`src/hdl/mram_macros.svh`:
```
`ifndef MRAM_MACROS_SVH
`define MRAM_MACROS_SVH

// User word and byte split
`define MRAM_DATA_WIDTH     32
`define MRAM_BYTES          4
`define MRAM_BYTE_WIDTH     8

// Extended Hamming (13,8) codeword per byte
`define MRAM_CHECK_WIDTH    4
`define MRAM_CODE_WIDTH     13

// Address map: upper bits pick the bank, lower bits the row
`define MRAM_ADDR_WIDTH     9
`define MRAM_ROW_WIDTH      6
`define MRAM_BANKS          8
`define MRAM_BANK_SEL_WIDTH 3

`endif

```
`src/hdl/mram_pkg.sv`:
```
`include "mram_macros.svh"

package mram_pkg;

  // Field view of one byte codeword, overall parity on top
  typedef struct packed {
    logic                           ovr;
    logic [`MRAM_CHECK_WIDTH-1:0]   check;
    logic [`MRAM_BYTE_WIDTH-1:0]    data;
  } secded_fields_t;

  // Same 13 bits, either as fields or as one vector for the parity reduction
  typedef union packed {
    secded_fields_t                 f;
    logic [`MRAM_CODE_WIDTH-1:0]    flat;
  } secded_word_t;

  // One bank row, one codeword per byte lane
  typedef secded_word_t stored_word_t [`MRAM_BYTES];

endpackage

```
`src/hdl/secded_encoder.sv`:
```
`timescale 1ns/1ps

`include "mram_macros.svh"

module secded_encoder (
  input  logic [`MRAM_BYTE_WIDTH-1:0]  data,
  input  logic                         bypass,
  output mram_pkg::secded_word_t       code
);

  logic [`MRAM_CHECK_WIDTH-1:0] chk;

  // Data bits 0..7 live at Hamming positions 3,5,6,7,9,10,11,12
  assign chk[0] = data[0] ^ data[1] ^ data[3] ^ data[4] ^ data[6];
  assign chk[1] = data[0] ^ data[2] ^ data[3] ^ data[5] ^ data[6];
  assign chk[2] = data[1] ^ data[2] ^ data[3] ^ data[7];
  assign chk[3] = data[4] ^ data[5] ^ data[6] ^ data[7];

  always_comb begin
    code.f.data = data;
    if (bypass) begin
      code.f.check = '0;
      code.f.ovr   = 1'b0;
    end else begin
      code.f.check = chk;
      // DED bit covers data and checks
      code.f.ovr   = ^{chk, data};
    end
  end

endmodule

```
`config.mk`:
```
export PLATFORM = sky130hd
export DESIGN_NAME = secded_encoder
export DESIGN_NICKNAME = d
export VERILOG_FILES = /design/src/hdl/mram_pkg.sv /design/src/hdl/secded_encoder.sv
export VERILOG_INCLUDE_DIRS = /design/src /design/src/hdl
export SDC_FILE = /design/constraint.sdc
export NUM_CORES = 1
export LEC_CHECK = 0
export BUFFER_PORTS_ARGS = -buffer_cell sky130_fd_sc_hd__clkbuf_2
export CAP_MARGIN = 0
export CORE_AREA = 4 4 41 43
export DETAILED_ROUTE_END_ITERATION = 6
export DIE_AREA = 0 0 45 47
export GPL_TIMING_DRIVEN = 1
export PLACE_DENSITY_LB_ADDON = 0.2
export SYNTH_ARGS = -nofsm -noshare
export SYNTH_HDL_FRONTEND = slang
export SYNTH_SLANG_ARGS = --single-unit
```
`constraint.sdc`:
```
create_clock -name vclk -period 1
set_input_delay 0.15 -clock vclk [all_inputs]
set_output_delay 0.15 -clock vclk [all_outputs]
set_load 0.1 [all_outputs]
```
==> results_dict.tcl, run 1 <==
set metrics [dict create \
    outcome "finished with violations" \
    violations "setup timing" \
    ys_seq_area_frac 0 \
    path_max_fanout 2 \
    portBuffers 22 \
    syn_inst 27 \
    place_ws_ps -314 \
    fin_crit_sh 1.28 \
    final_antenna_net_count 0 \
    crit_required_ps 850 \
    drv_slew 0 \
    num_vias 264 \
    hold_viol_final 0 \
    seq_area_um2 0 \
    yosys_warnings 0 \
    fillers 87 \
    die-width_um 45 \
    viasPerCell 3.77 \
    grt_use_total 0.0863 \
    fp.coreArea_um2 1300 \
    rsz0062_at_grt "yes" \
    fin_nets 66 \
    period_needed_ps 1280 \
    synth_area_um2 240 \
    fmax_mhz 779 \
    grt_pass1_wl_um 1370 \
    antenna_found_initial 0 \
    grt-ovfl-total 0 \
    relSlewSlack 0.867 \
    io_pins 22 \
    fp.dieArea_um2 2120 \
    cp-start-kind "input pin" \
    routabilityCongestion 0.655 \
    critPathKind "in2out" \
    grt_pass1_vias 311 \
    ir_worst_vdd_mv 1.03 \
    row_count 13 \
    crit_arrival_ps 1130 \
    drt_iter0_markers 0 \
    start_util 0.185 \
    crit_slowest_cell "xnor3_1" \
    worst_setup_path_end_kind "output port" \
    slowest_delay_ps 400 \
    first_pass_iters 1 \
    routed_wl_um 769 \
    path_cells "clkbuf_16 > xnor2_4 > xnor3_1 > nor2b_4 > buf_12" \
    drcViolationCount 0 \
    seq_cells 0 \
    worst_pin_slew_ps 200 \
    drive_above_1_share 0.945 \
    dpl.hpwl_um 610 \
    syn_avg_cell_area_um2 8.90 \
    setup_violations 5 \
    clockBufferCount 0 \
    maxCapViolCount 0 \
    die_y_um 47 \
    power_density_nw_per_um2 1060 \
    synth_nets 36 \
    wl_per_cell_um 11.0 \
    antenna_cells 0 \
    setup_ws_ps -284 \
    hp-class "in2out" \
    area_delta_synth_final_pct 269 \
    cts-hold-fix-buffers 0 \
    synth.distinct_cells 8 \
    grt_max_degree 5 \
    power.leakage_nw 0.402 \
    finish.utilization 0.681 \
]
kinds of logic (layout without fill, tap and decap cells):
logic type,Yosys count,count (layout),share of synthesized area
muxes,2,2,0.0937
buffers and inverters,8,36,0.250
and+or+nand+nor,5,5,0.130
xor gates and xnor gates,12,12,0.526
per-layer routing:
metal,routed length [um],GRT usage,up-vias
met3,39,0.00383,0
met4,0,0,0
met2,525,0.192,8
li1,-,-,133
met1,203,0.0915,123
met5,0,0,-
per-stage QoR:
step | hold WS, ps | power [mW] | std cells | TNS (ps) | instance area (um2)
after floorplan | 401 | 0.533 | 27 | -561 | 312
after global placement | 698 | 0.815 | 68 | -1290 | 666
after detailed placement | 701 | 0.819 | 68 | -1340 | 666
after CTS | 688 | 0.921 | 70 | -1120 | 856
after global routing | 694 | 0.969 | 70 | -1160 | 886
final | 678 | 0.940 | 70 | -1030 | 886
cells in the mapped netlist:
library cell | n | area [um2]
xnor2_1 | 10 | 87.6
buf_4 | 8 | 60.1
nor2_1 | 3 | 11.3
mux2_2 | 2 | 22.5
nor2b_1 | 1 | 6.26
nor2b_4 | 1 | 13.8
xnor2_2 | 1 | 16.3
xnor3_1 | 1 | 22.5
critical path: cells and delay by family:
family,cells,cell delay [ps]
XOR/XNOR,2,550
buffers and inverters,2,290
AND/OR/NAND/NOR,1,140
final timing paths:
path,from,end,slack [ps],cells after the start
hold / removal,data[1],code[1],680,3
setup / recovery,data[7],code[12],-280,5
final cells by class:
type                       count  area (um2)  share of cell area
timing repair buffer          36         515               0.582
multi-input combinational     19         352               0.397
tap                           15        18.8              0.0212
cell usage in the layout, fill, tap and decap left out:
cell	instances
buf_4	8
buf_2	1
clkbuf_16	3
buf_8	2
xnor2_2	3
xnor3_1	1
nor2b_4	1
nor2_4	2
nor2b_2	1
nor2_1	1
mux2_4	2
clkbuf_8	1
buf_12	13
clkbuf_2	3
xnor2_1	1
buf_6	5
xnor2_4	7
power by group:
part           switching, mW  internal (mW)  leakage, nW
combinational          0.509          0.431        0.402
sequential                 0              0            0
clock                      0              0            0
total                  0.509          0.431        0.402
repair_timing:
item	4_1_cts	5_1_grt
resized for setup	27	6
setup endpoints to repair	5	5
buffers inserted	2	0
gates cloned	0	0
pin swaps	8	6
(Power assumes the default switching activity.)
==> run 2, diff against run 1 <==
--- a/config.mk
+++ b/config.mk
@@ -12,6 +12,7 @@
 export DETAILED_ROUTE_END_ITERATION = 6
 export DIE_AREA = 0 0 45 47
 export GPL_TIMING_DRIVEN = 1
+export MAX_ROUTING_LAYER = met4
 export PLACE_DENSITY_LB_ADDON = 0.2
 export SYNTH_ARGS = -nofsm -noshare
 export SYNTH_HDL_FRONTEND = slang
==> run 2 against run 1 <==
Net effect: the flow still finishes with violations (setup timing); first-iteration DRC count unchanged; sequential cell count is the same; non-clock buffer count unchanged; worst setup slack about the same; wire length is the same; total power is essentially flat; combinational power about the same; count of clock-buffer cells in the layout is the same; critical path type unchanged; critical endpoint unchanged; highest routed layer unchanged.
==> results_dict.tcl, run 2 (synthesized netlist as in run 1, its figures left out) <==
set metrics [dict create \
    routed_wl_um 769 \
    p_switching_mw 0.509 \
    cp-start-kind "input pin" \
    cts-hold-fix-buffers 0 \
    row_count 13 \
    violations "setup timing" \
    finish.utilization 0.681 \
    fin_nets 66 \
    final_cell_mix "13 x buf_12, 8 x buf_4, 7 x xnor2_4" \
    fp.dieArea_um2 2120 \
    fin_cells 70 \
    worst_setup_path_end_kind "output port" \
    die_y_um 47 \
    relSlewSlack 0.867 \
    seq_cells 0 \
    drcViolationCount 0 \
    final_area_um2 886 \
    antenna_found_initial 0 \
    seq_area_um2 0 \
    multi_input_area_um2 352 \
    crit_slowest_cell "xnor3_1" \
    clockBufferCount 0 \
    p_total_mw 0.940 \
    use_met2 0.192 \
    met3_usage 0 \
    die-width_um 45 \
    fp.coreArea_um2 1300 \
    power_frac_clock 0 \
    rsz0062_at_grt "yes" \
    num_vias 264 \
    portBuffers 22 \
    switching_share 0.541 \
    drive_above_1_share 0.945 \
    intPower_mw 0.431 \
    grt_pass1_vias 311 \
    first_pass_iters 1 \
    crit_required_ps 850 \
    wl_per_cell_um 11.0 \
    routabilityCongestion 0.661 \
    grt-busiest-layer "met2" \
    crit_buf_inv 2 \
    outcome "finished with violations" \
    setup_ws_ps -284 \
    path_max_fanout 2 \
    setup_violations 5 \
    io_pins 22 \
    slowest_delay_ps 400 \
    crit_arrival_ps 1130 \
    layout_commonest_cell "buf_12" \
    critPathKind "in2out" \
    hold_viol_final 0 \
    maxCapViolCount 0 \
    final_antenna_net_count 0 \
    place_inst 68 \
    cp_top_family "XOR/XNOR gates" \
    antenna_cells 0 \
    grt_max_degree 5 \
    period_needed_ps 1280 \
    grt_pass1_wl_um 1370 \
    area_delta_synth_final_pct 269 \
    grt-ovfl-total 0 \
    start_util 0.185 \
    grt_use_total 0.0891 \
    drt_iter0_markers 0 \
    path_cells "clkbuf_16 > xnor2_4 > xnor3_1 > nor2b_4 > buf_12" \
    dpl_cell_area_um2 666 \
    worst_pin_slew_ps 200 \
    seqPwrFrac 0 \
    fmax_mhz 779 \
    drv_slew 0 \
    viasPerCell 3.77 \
    p_comb_frac 1.000 \
    hp-class "in2out" \
    power.leakage_nw 0.402 \
    power_density_nw_per_um2 1060 \
    fin_crit_sh 1.28 \
    setup_tns_ps -1030 \
    fillers 87 \
    gr-usage-met1 0.0938 \
    dpl.hpwl_um 610 \
    ir_worst_vdd_mv 1.03 \
]
[run 2: cell counts in the layout (fill, tap and decap cells not counted)]
No cell type changed its count.
[run 2: final timing paths]
check	slack (ps)	cells past startpoint	to	start
min	680	3	code[1]	data[1]
max	-280	5	code[12]	data[7]
[run 2: what timing repair did]
item                                    in CTS  in global routing
pin swaps                                    8                  6
setup buffers                                2                  0
endpoints found under the setup margin       5                  5
gates resized for setup                     27                  6
hold endpoints to repair                     0                  0
[run 2: tightest hold or removal path, cell delays in order]
cell and delay (ps):
buf_8 90, buf_6 120, buf_12 170
[run 2: metrics by stage]
step	worst slack [ps]	hold WS (ps)
6_report	-284	678
5_1_grt	-319	694
4_1_cts	-293	688
3_5_place_dp	-314	701
3_3_place_gp	-295	698
2_1_floorplan	-300	401
[run 2: per-layer routing]
metal | vias up | wire, um
met5 | - | 0
met2 | 8 | 525
met4 | 0 | 0
li1 | 133 | -
met3 | 0 | 33
met1 | 123 | 209
[run 2: power groups by stage]
| stage | Combinational, mW | Sequential (mW) | Clock [mW] |
|---|---|---|---|
| floorplan | 0.533 | 0 | 0 |
| finish | 0.940 | 0 | 0 |
| global route | 0.969 | 0 | 0 |
| detailed placement | 0.819 | 0 | 0 |
| global placement | 0.815 | 0 | 0 |
| CTS | 0.921 | 0 | 0 |
[run 2: cell type report]
type	instances	area share
timing repair buffer	36	0.582
multi-input combinational	19	0.397
tap	15	0.0212
