===== config.mk =====
export PLATFORM = sky130hd
export DESIGN_NAME = secded_decoder
export DESIGN_NICKNAME = d
export VERILOG_FILES = /design/src/hdl/mram_pkg.sv /design/src/hdl/secded_decoder.sv
export VERILOG_INCLUDE_DIRS = /design/src /design/src/hdl
export SDC_FILE = /design/constraint.sdc
export NUM_CORES = 1
export LEC_CHECK = 0
export BUFFER_PORTS_ARGS = -buffer_cell sky130_fd_sc_hd__clkbuf_2
export CORE_AREA = 2 2 39 41
export DETAILED_ROUTE_END_ITERATION = 12
export DIE_AREA = 0 0 41 43
export MAX_ROUTING_LAYER = met4
export PLACE_DENSITY_LB_ADDON = 0.05
export SETUP_SLACK_MARGIN = 0.4
export SLEW_MARGIN = 15
export SYNTH_ARGS = -nofsm -noshare
export SYNTH_HDL_FRONTEND = slang
export SYNTH_SLANG_ARGS = --single-unit
export TNS_END_PERCENT = 5

===== constraint.sdc =====
create_clock -name vclk -period 3.4
set_clock_uncertainty 0.1 [all_clocks]
set_input_delay 0.85 -clock vclk [all_inputs]
set_output_delay 0.85 -clock vclk [all_outputs]
set_load 0.02 [all_outputs]

===== src/hdl/mram_macros.svh =====
`ifndef MRAM_MACROS_SVH
`define MRAM_MACROS_SVH

// User word and byte split
`define MRAM_DATA_WIDTH     32
`define MRAM_BYTES          4
`define MRAM_BYTE_WIDTH     8

// Extended Hamming (13,8) codeword per byte
`define MRAM_CHECK_WIDTH    4
`define MRAM_CODE_WIDTH     13

// Address map: upper bits pick the bank, lower bits the row
`define MRAM_ADDR_WIDTH     9
`define MRAM_ROW_WIDTH      6
`define MRAM_BANKS          8
`define MRAM_BANK_SEL_WIDTH 3

`endif


===== src/hdl/mram_pkg.sv =====
`include "mram_macros.svh"

package mram_pkg;

  // Field view of one byte codeword, overall parity on top
  typedef struct packed {
    logic                           ovr;
    logic [`MRAM_CHECK_WIDTH-1:0]   check;
    logic [`MRAM_BYTE_WIDTH-1:0]    data;
  } secded_fields_t;

  // Same 13 bits, either as fields or as one vector for the parity reduction
  typedef union packed {
    secded_fields_t                 f;
    logic [`MRAM_CODE_WIDTH-1:0]    flat;
  } secded_word_t;

  // One bank row, one codeword per byte lane
  typedef secded_word_t stored_word_t [`MRAM_BYTES];

endpackage


===== src/hdl/secded_decoder.sv =====
`timescale 1ns/1ps

`include "mram_macros.svh"

module secded_decoder (
  input  mram_pkg::secded_word_t       code,
  input  logic                         bypass,
  output logic [`MRAM_BYTE_WIDTH-1:0]  data,
  output logic                         errf,
  output logic                         ue
);

  logic [`MRAM_BYTE_WIDTH-1:0]  d;
  logic [`MRAM_CHECK_WIDTH-1:0] chk;
  logic [`MRAM_CHECK_WIDTH-1:0] syn;
  logic                         ovr_odd;
  logic [`MRAM_BYTE_WIDTH-1:0]  flip;

  assign d = code.f.data;

  assign chk[0] = d[0] ^ d[1] ^ d[3] ^ d[4] ^ d[6];
  assign chk[1] = d[0] ^ d[2] ^ d[3] ^ d[5] ^ d[6];
  assign chk[2] = d[1] ^ d[2] ^ d[3] ^ d[7];
  assign chk[3] = d[4] ^ d[5] ^ d[6] ^ d[7];

  assign syn     = chk ^ code.f.check;
  assign ovr_odd = ^code.flat;

  // Syndrome gives the Hamming position of a single flipped bit
  always_comb begin
    flip = '0;
    case (syn)
      4'd3:    flip[0] = 1'b1;
      4'd5:    flip[1] = 1'b1;
      4'd6:    flip[2] = 1'b1;
      4'd7:    flip[3] = 1'b1;
      4'd9:    flip[4] = 1'b1;
      4'd10:   flip[5] = 1'b1;
      4'd11:   flip[6] = 1'b1;
      4'd12:   flip[7] = 1'b1;
      default: flip    = '0;
    endcase
  end

  // ===========================================================================
  // Error classification
  // ===========================================================================
  always_comb begin
    data = d;
    errf = 1'b0;
    ue   = 1'b0;
    if (!bypass) begin
      if (ovr_odd) begin
        // Odd weight: one bit flipped, check and parity positions leave data alone
        errf = 1'b1;
        data = d ^ flip;
      end else if (syn != '0) begin
        // Even weight with nonzero syndrome: two bits flipped
        errf = 1'b1;
        ue   = 1'b1;
      end
    end
  end

  always_comb begin
    a_ue_flags: assert (!ue || (errf && !bypass))
      else $error("secded_decoder: ue without errf or during bypass");
  end

endmodule


==> out/qor.txt, run 1 <==
Hold_buf cts: 0
Arr. time, crit path: 2.41 ns
P_sw: 121 µW
Syn Nets: 60
Worst min path class: in2out
Initial detailed-routing violation count: 2
Final cell count without fillers: 99
Logic pwr share: 1.000
Dpl hpwl: 897 µm
Final WL: 1.11 mm
Maximum clock frequency: 298 MHz
Switching Fraction: 0.470
Via density: 4.69
I/O Buffers: 24
Warning count from the yosys run: 0
Initial Utilization: 0.315
Clock Power Share: 0
Crit Path Max Fanout: 3
Largest net degree at the start of global routing: 10
Vias in the first global route: 380
Die area: 1760 µm²
Height of the die: 43 µm
DR DRC count: 0
First drt pass iteration count: 2
Critical path's top delay family: XOR/XNOR gates
Die W: 41 µm
Nets: 99
VDD IR max: 0.175 mV
Top cell by count, worst path: buf_4
WL/cell: 11.2 µm
Clkbuf count: 0
FFs & Latches: 0
Crit share post-route: 0.987
CP max stage cell: xnor3_2
Num ports: 24
Core Region: 1380 µm²
Setup-failing EPs final: 0
RSZ-0062 raised after global routing: true
Cell-internal power: 137 µW
FF+latch area: 0 µm²
Crit path largest cell delay: 0.45 ns
First-pass GRT wire length: 1.64 mm
Pleak: 0.000417 µW
GRT Util Overall: 0.131
Footprint of the multi-input gates: 556 µm²
Grt ovf: 0
Sequential share of power: 0
Sequential area share after synthesis: 0
Syn_area_per_cell: 9.47 µm²
Fill count: 126
Final Util: 0.630
Crit Path Category: in2out
Post-Syn Instances: 46
Share of cells above drive strength 1: 0.687
Max-slew violations: 0
Hold WS: 1.90 ns
Initial antenna violation count: 0
Power Dens Cells: 295 nW/µm²
Post-synthesis cell type count: 16
Crit path buf inv count: 3
Max_cap viols: 0
CP Launch Type: input pin
Final Hold Viols: 0
Final Wtd Congestion: 0.689
Crit end category: output port
Antenna viol nets, final: 0
CP cell instances: buf_12 > xor2_2 > xnor3_2 > buf_4 > nor3b_2 > nand4b_1 > xnor2_2 > buf_4
Ant diodes: 0
Via count: 464
Min cycle time layout: 3.36 ns
Worst EP required: 2.45 ns
Placed Cells: 96
Number of placement rows: 14
Tot Pwr: 258 µW
Worst slew pin tran: 0.383 ns
Layout area overhead: 100%
Post-Syn Area: 435 µm²
Status: finished clean
Slew Limit Headroom: 0.743
==> synthesized netlist by cell type (all sizes together) <==
cell type	count	share of area
xnor2	19	0.42
nand4	5	0.072
xor2	5	0.10
nand4b	3	0.060
nand3	2	0.023
nor2b	2	0.029
nor3	2	0.049
nor3b	2	0.057
xnor3	2	0.11
a21oi	1	0.011
nand2	1	0.0086
nor2	1	0.0086
xor3	1	0.057
==> final cells by class <==
cell class / count / share of cell area
Multi-Input combinational cell: 46 / 0.637
Tap cell: 16 / 0.0230
Timing Repair Buffer: 37 / 0.340
==> metrics by stage <==
step / setup WS, ns / TNS (ns) / instance area [µm²]
after floorplan: 0.262 / 0 / 503
after CTS: -0.00839 / -0.00839 / 782
after global routing: -0.0380 / -0.0885 / 872
after global placement: -0.0235 / -0.0550 / 718
after detailed placement: -0.0167 / -0.0350 / 718
final: 0.0432 / 0 / 872
==> kinds of logic after synthesis <==
family	count (synthesis)	share of synthesized area
compound gates	1	0.0115
simple gates	18	0.307
xor+xnor	27	0.681
==> cell usage in the layout, fill, tap and decap left out, types with 3 or more instances in the layout <==
master / instances
nand4_1: 5
xor2_1: 4
xnor2_2: 12
xnor2_1: 5
buf_4: 21
clkbuf_2: 10
nand4b_1: 3
==> path summary, 6_finish.rpt <==
check | startpoint | to | cells after the start
max | code[6] | data[1] | 8
min | code[0] | data[0] | 3
==> repair_timing <==
item / CTS / global route
setup endpoints to repair: 10 / 10
pin swaps: 8 / 21
gates resized for setup: 12 / 28
endpoints found under the hold margin: 0 / 0
buffers inserted: 1 / 2
==> routing by layer <==
metal  GRT usage  wire length (µm)  vias up
li1            -                 -      240
met1       0.176               453      212
met2       0.228               605       12
met3           0                50        0
met4           0                 0        0
met5           -                 0        -
==> power groups by stage <==
| stage | combinational [µW] | clock (µW) | sequential (µW) |
|---|---|---|---|
| after global placement | 220 | 0 | 0 |
| after CTS | 236 | 0 | 0 |
| after floorplan | 146 | 0 | 0 |
| after global routing | 275 | 0 | 0 |
| after detailed placement | 219 | 0 | 0 |
| final | 258 | 0 | 0 |
No activity file was read; power rests on OpenSTA's default activity.
==> run 2: changes to the inputs <==
CAP_MARGIN = 20   (was default)
PLACE_DENSITY = 0.69   (was default)
PLACE_DENSITY_LB_ADDON = default   (was 0.05)
==> run 2 against run 1 <==
Compared with the run above:
- die area is the same
- non-clock buffer count shrank 3
- cell area shrank 1.9%
- combinational power is essentially flat
- sequential cell count is the same
- first-iteration DRC count shrank 50%
- largest cell class unchanged
- highest routed layer unchanged
==> out/qor.txt, run 2 (synthesized netlist as in run 1, its figures left out) <==
Status: finished clean
Switching Fraction: 0.487
Nets: 96
Crit share post-route: 0.985
Critical path's top delay family: XOR/XNOR gates
Number of placement rows: 14
Initial Utilization: 0.315
Min cycle time layout: 3.35 ns
Final Hold Viols: 0
Die W: 41 µm
Worst min path class: in2out
Crit Path Category: in2out
DR DRC count: 0
Crit path buf inv count: 3
Logic pwr share: 1.000
Largest net degree at the start of global routing: 10
Share of cells above drive strength 1: 0.663
Hold-critical path depth: 3
Pleak: 0.000401 µW
Worst EP required: 2.45 ns
Crit path depth: 8
Antenna viol nets, final: 0
Worst slew pin tran: 0.388 ns
Core Region: 1380 µm²
Most frequent cells in the layout: clkbuf_2 (14), buf_4 (13), xnor2_2 (9), xnor2_1 (6)
Grt ovf: 0
FFs & Latches: 0
Max-slew violations: 0
Max_cap viols: 0
Fill count: 110
CP cell instances: buf_8 > xnor2_4 > xor3_2 > buf_6 > nor3_4 > nand4b_1 > xnor2_2 > buf_4
Ant diodes: 0
Setup-failing EPs final: 0
Crit Path Max Fanout: 4
CP max stage cell: xor3_2
Pre-CTS setup slack: 0.00348 ns
Initial antenna violation count: 0
First drt pass iteration count: 2
Slew Limit Headroom: 0.739
Layout area overhead: 96.6%
Height of the die: 43 µm
Vias in the first global route: 375
Sequential share of power: 0
Leading cell type in the layout, fill and taps excluded: clkbuf_2
GRT Util Overall: 0.129
Arr. time, crit path: 2.40 ns
I/O Buffers: 24
Final WL: 1.18 mm
Final Wtd Congestion: 0.750
RSZ-0062 raised after global routing: true
CP Launch Type: input pin
Die area: 1760 µm²
Via density: 4.89
Crit end category: output port
Crit path largest cell delay: 0.50 ns
VDD IR max: 0.136 mV
Setup TNS: 0 ns
WL/cell: 12.3 µm
First-pass GRT wire length: 1.62 mm
Cell-internal power: 133 µW
Worst Slack Setup Final: 0.0503 ns
Via count: 469
Num ports: 24
Maximum clock frequency: 299 MHz
Clock Power Share: 0
Power Dens Cells: 303 nW/µm²
Dpl hpwl: 815 µm
Initial detailed-routing violation count: 1
Clkbuf count: 0
FF+latch area: 0 µm²
Footprint of the multi-input gates: 564 µm²
P_sw: 126 µW
## run 2: power by group through the flow
stage / clock, µW / combinational, µW / sequential [µW]
after floorplan: 0 / 146 / 0
after global placement: 0 / 202 / 0
after detailed placement: 0 / 205 / 0
after CTS: 0 / 230 / 0
after global routing: 0 / 276 / 0
final: 0 / 259 / 0
## run 2: per-stage QoR
stage	utilization	cell area, µm²	cells	hold slack (ns)	total power [µW]
finish	0.618	856	96	1.91	259
global route	0.618	856	96	1.92	276
CTS	0.561	776	95	1.94	230
detailed placement	0.497	688	92	1.96	205
global placement	0.497	688	92	1.95	202
floorplan	-	503	46	1.68	146
## run 2: final cells by class
cell class	count	area share
repair buffers	34	0.317
multi-input cells	46	0.659
well taps	16	0.0234
## run 2: worst paths after layout
path | startpoint | endpoint | slack, ns
max | code[4] | data[3] | 0.05
min | code[4] | data[4] | 1.91
## run 2: metal layers
metal / GRT usage / part of all wire / vias up
li1: - / - / 236
met1: 0.190 / 0.42 / 222
met2: 0.206 / 0.54 / 11
met3: 0 / 0.035 / 0
met4: 0 / 0 / 0
met5: - / 0 / -
## run 2: repair_timing
item | in CTS | in global routing
hold buffers | 0 | 0
pin swaps | 9 | 12
endpoints found under the setup margin | 10 | 10
gates resized for setup | 11 | 22
buffers inserted | 3 | 1
## run 2: tightest hold or removal path: stages
cell      delay, ns
buf_8          0.09
xnor2_2        0.07
clkbuf_8       0.15
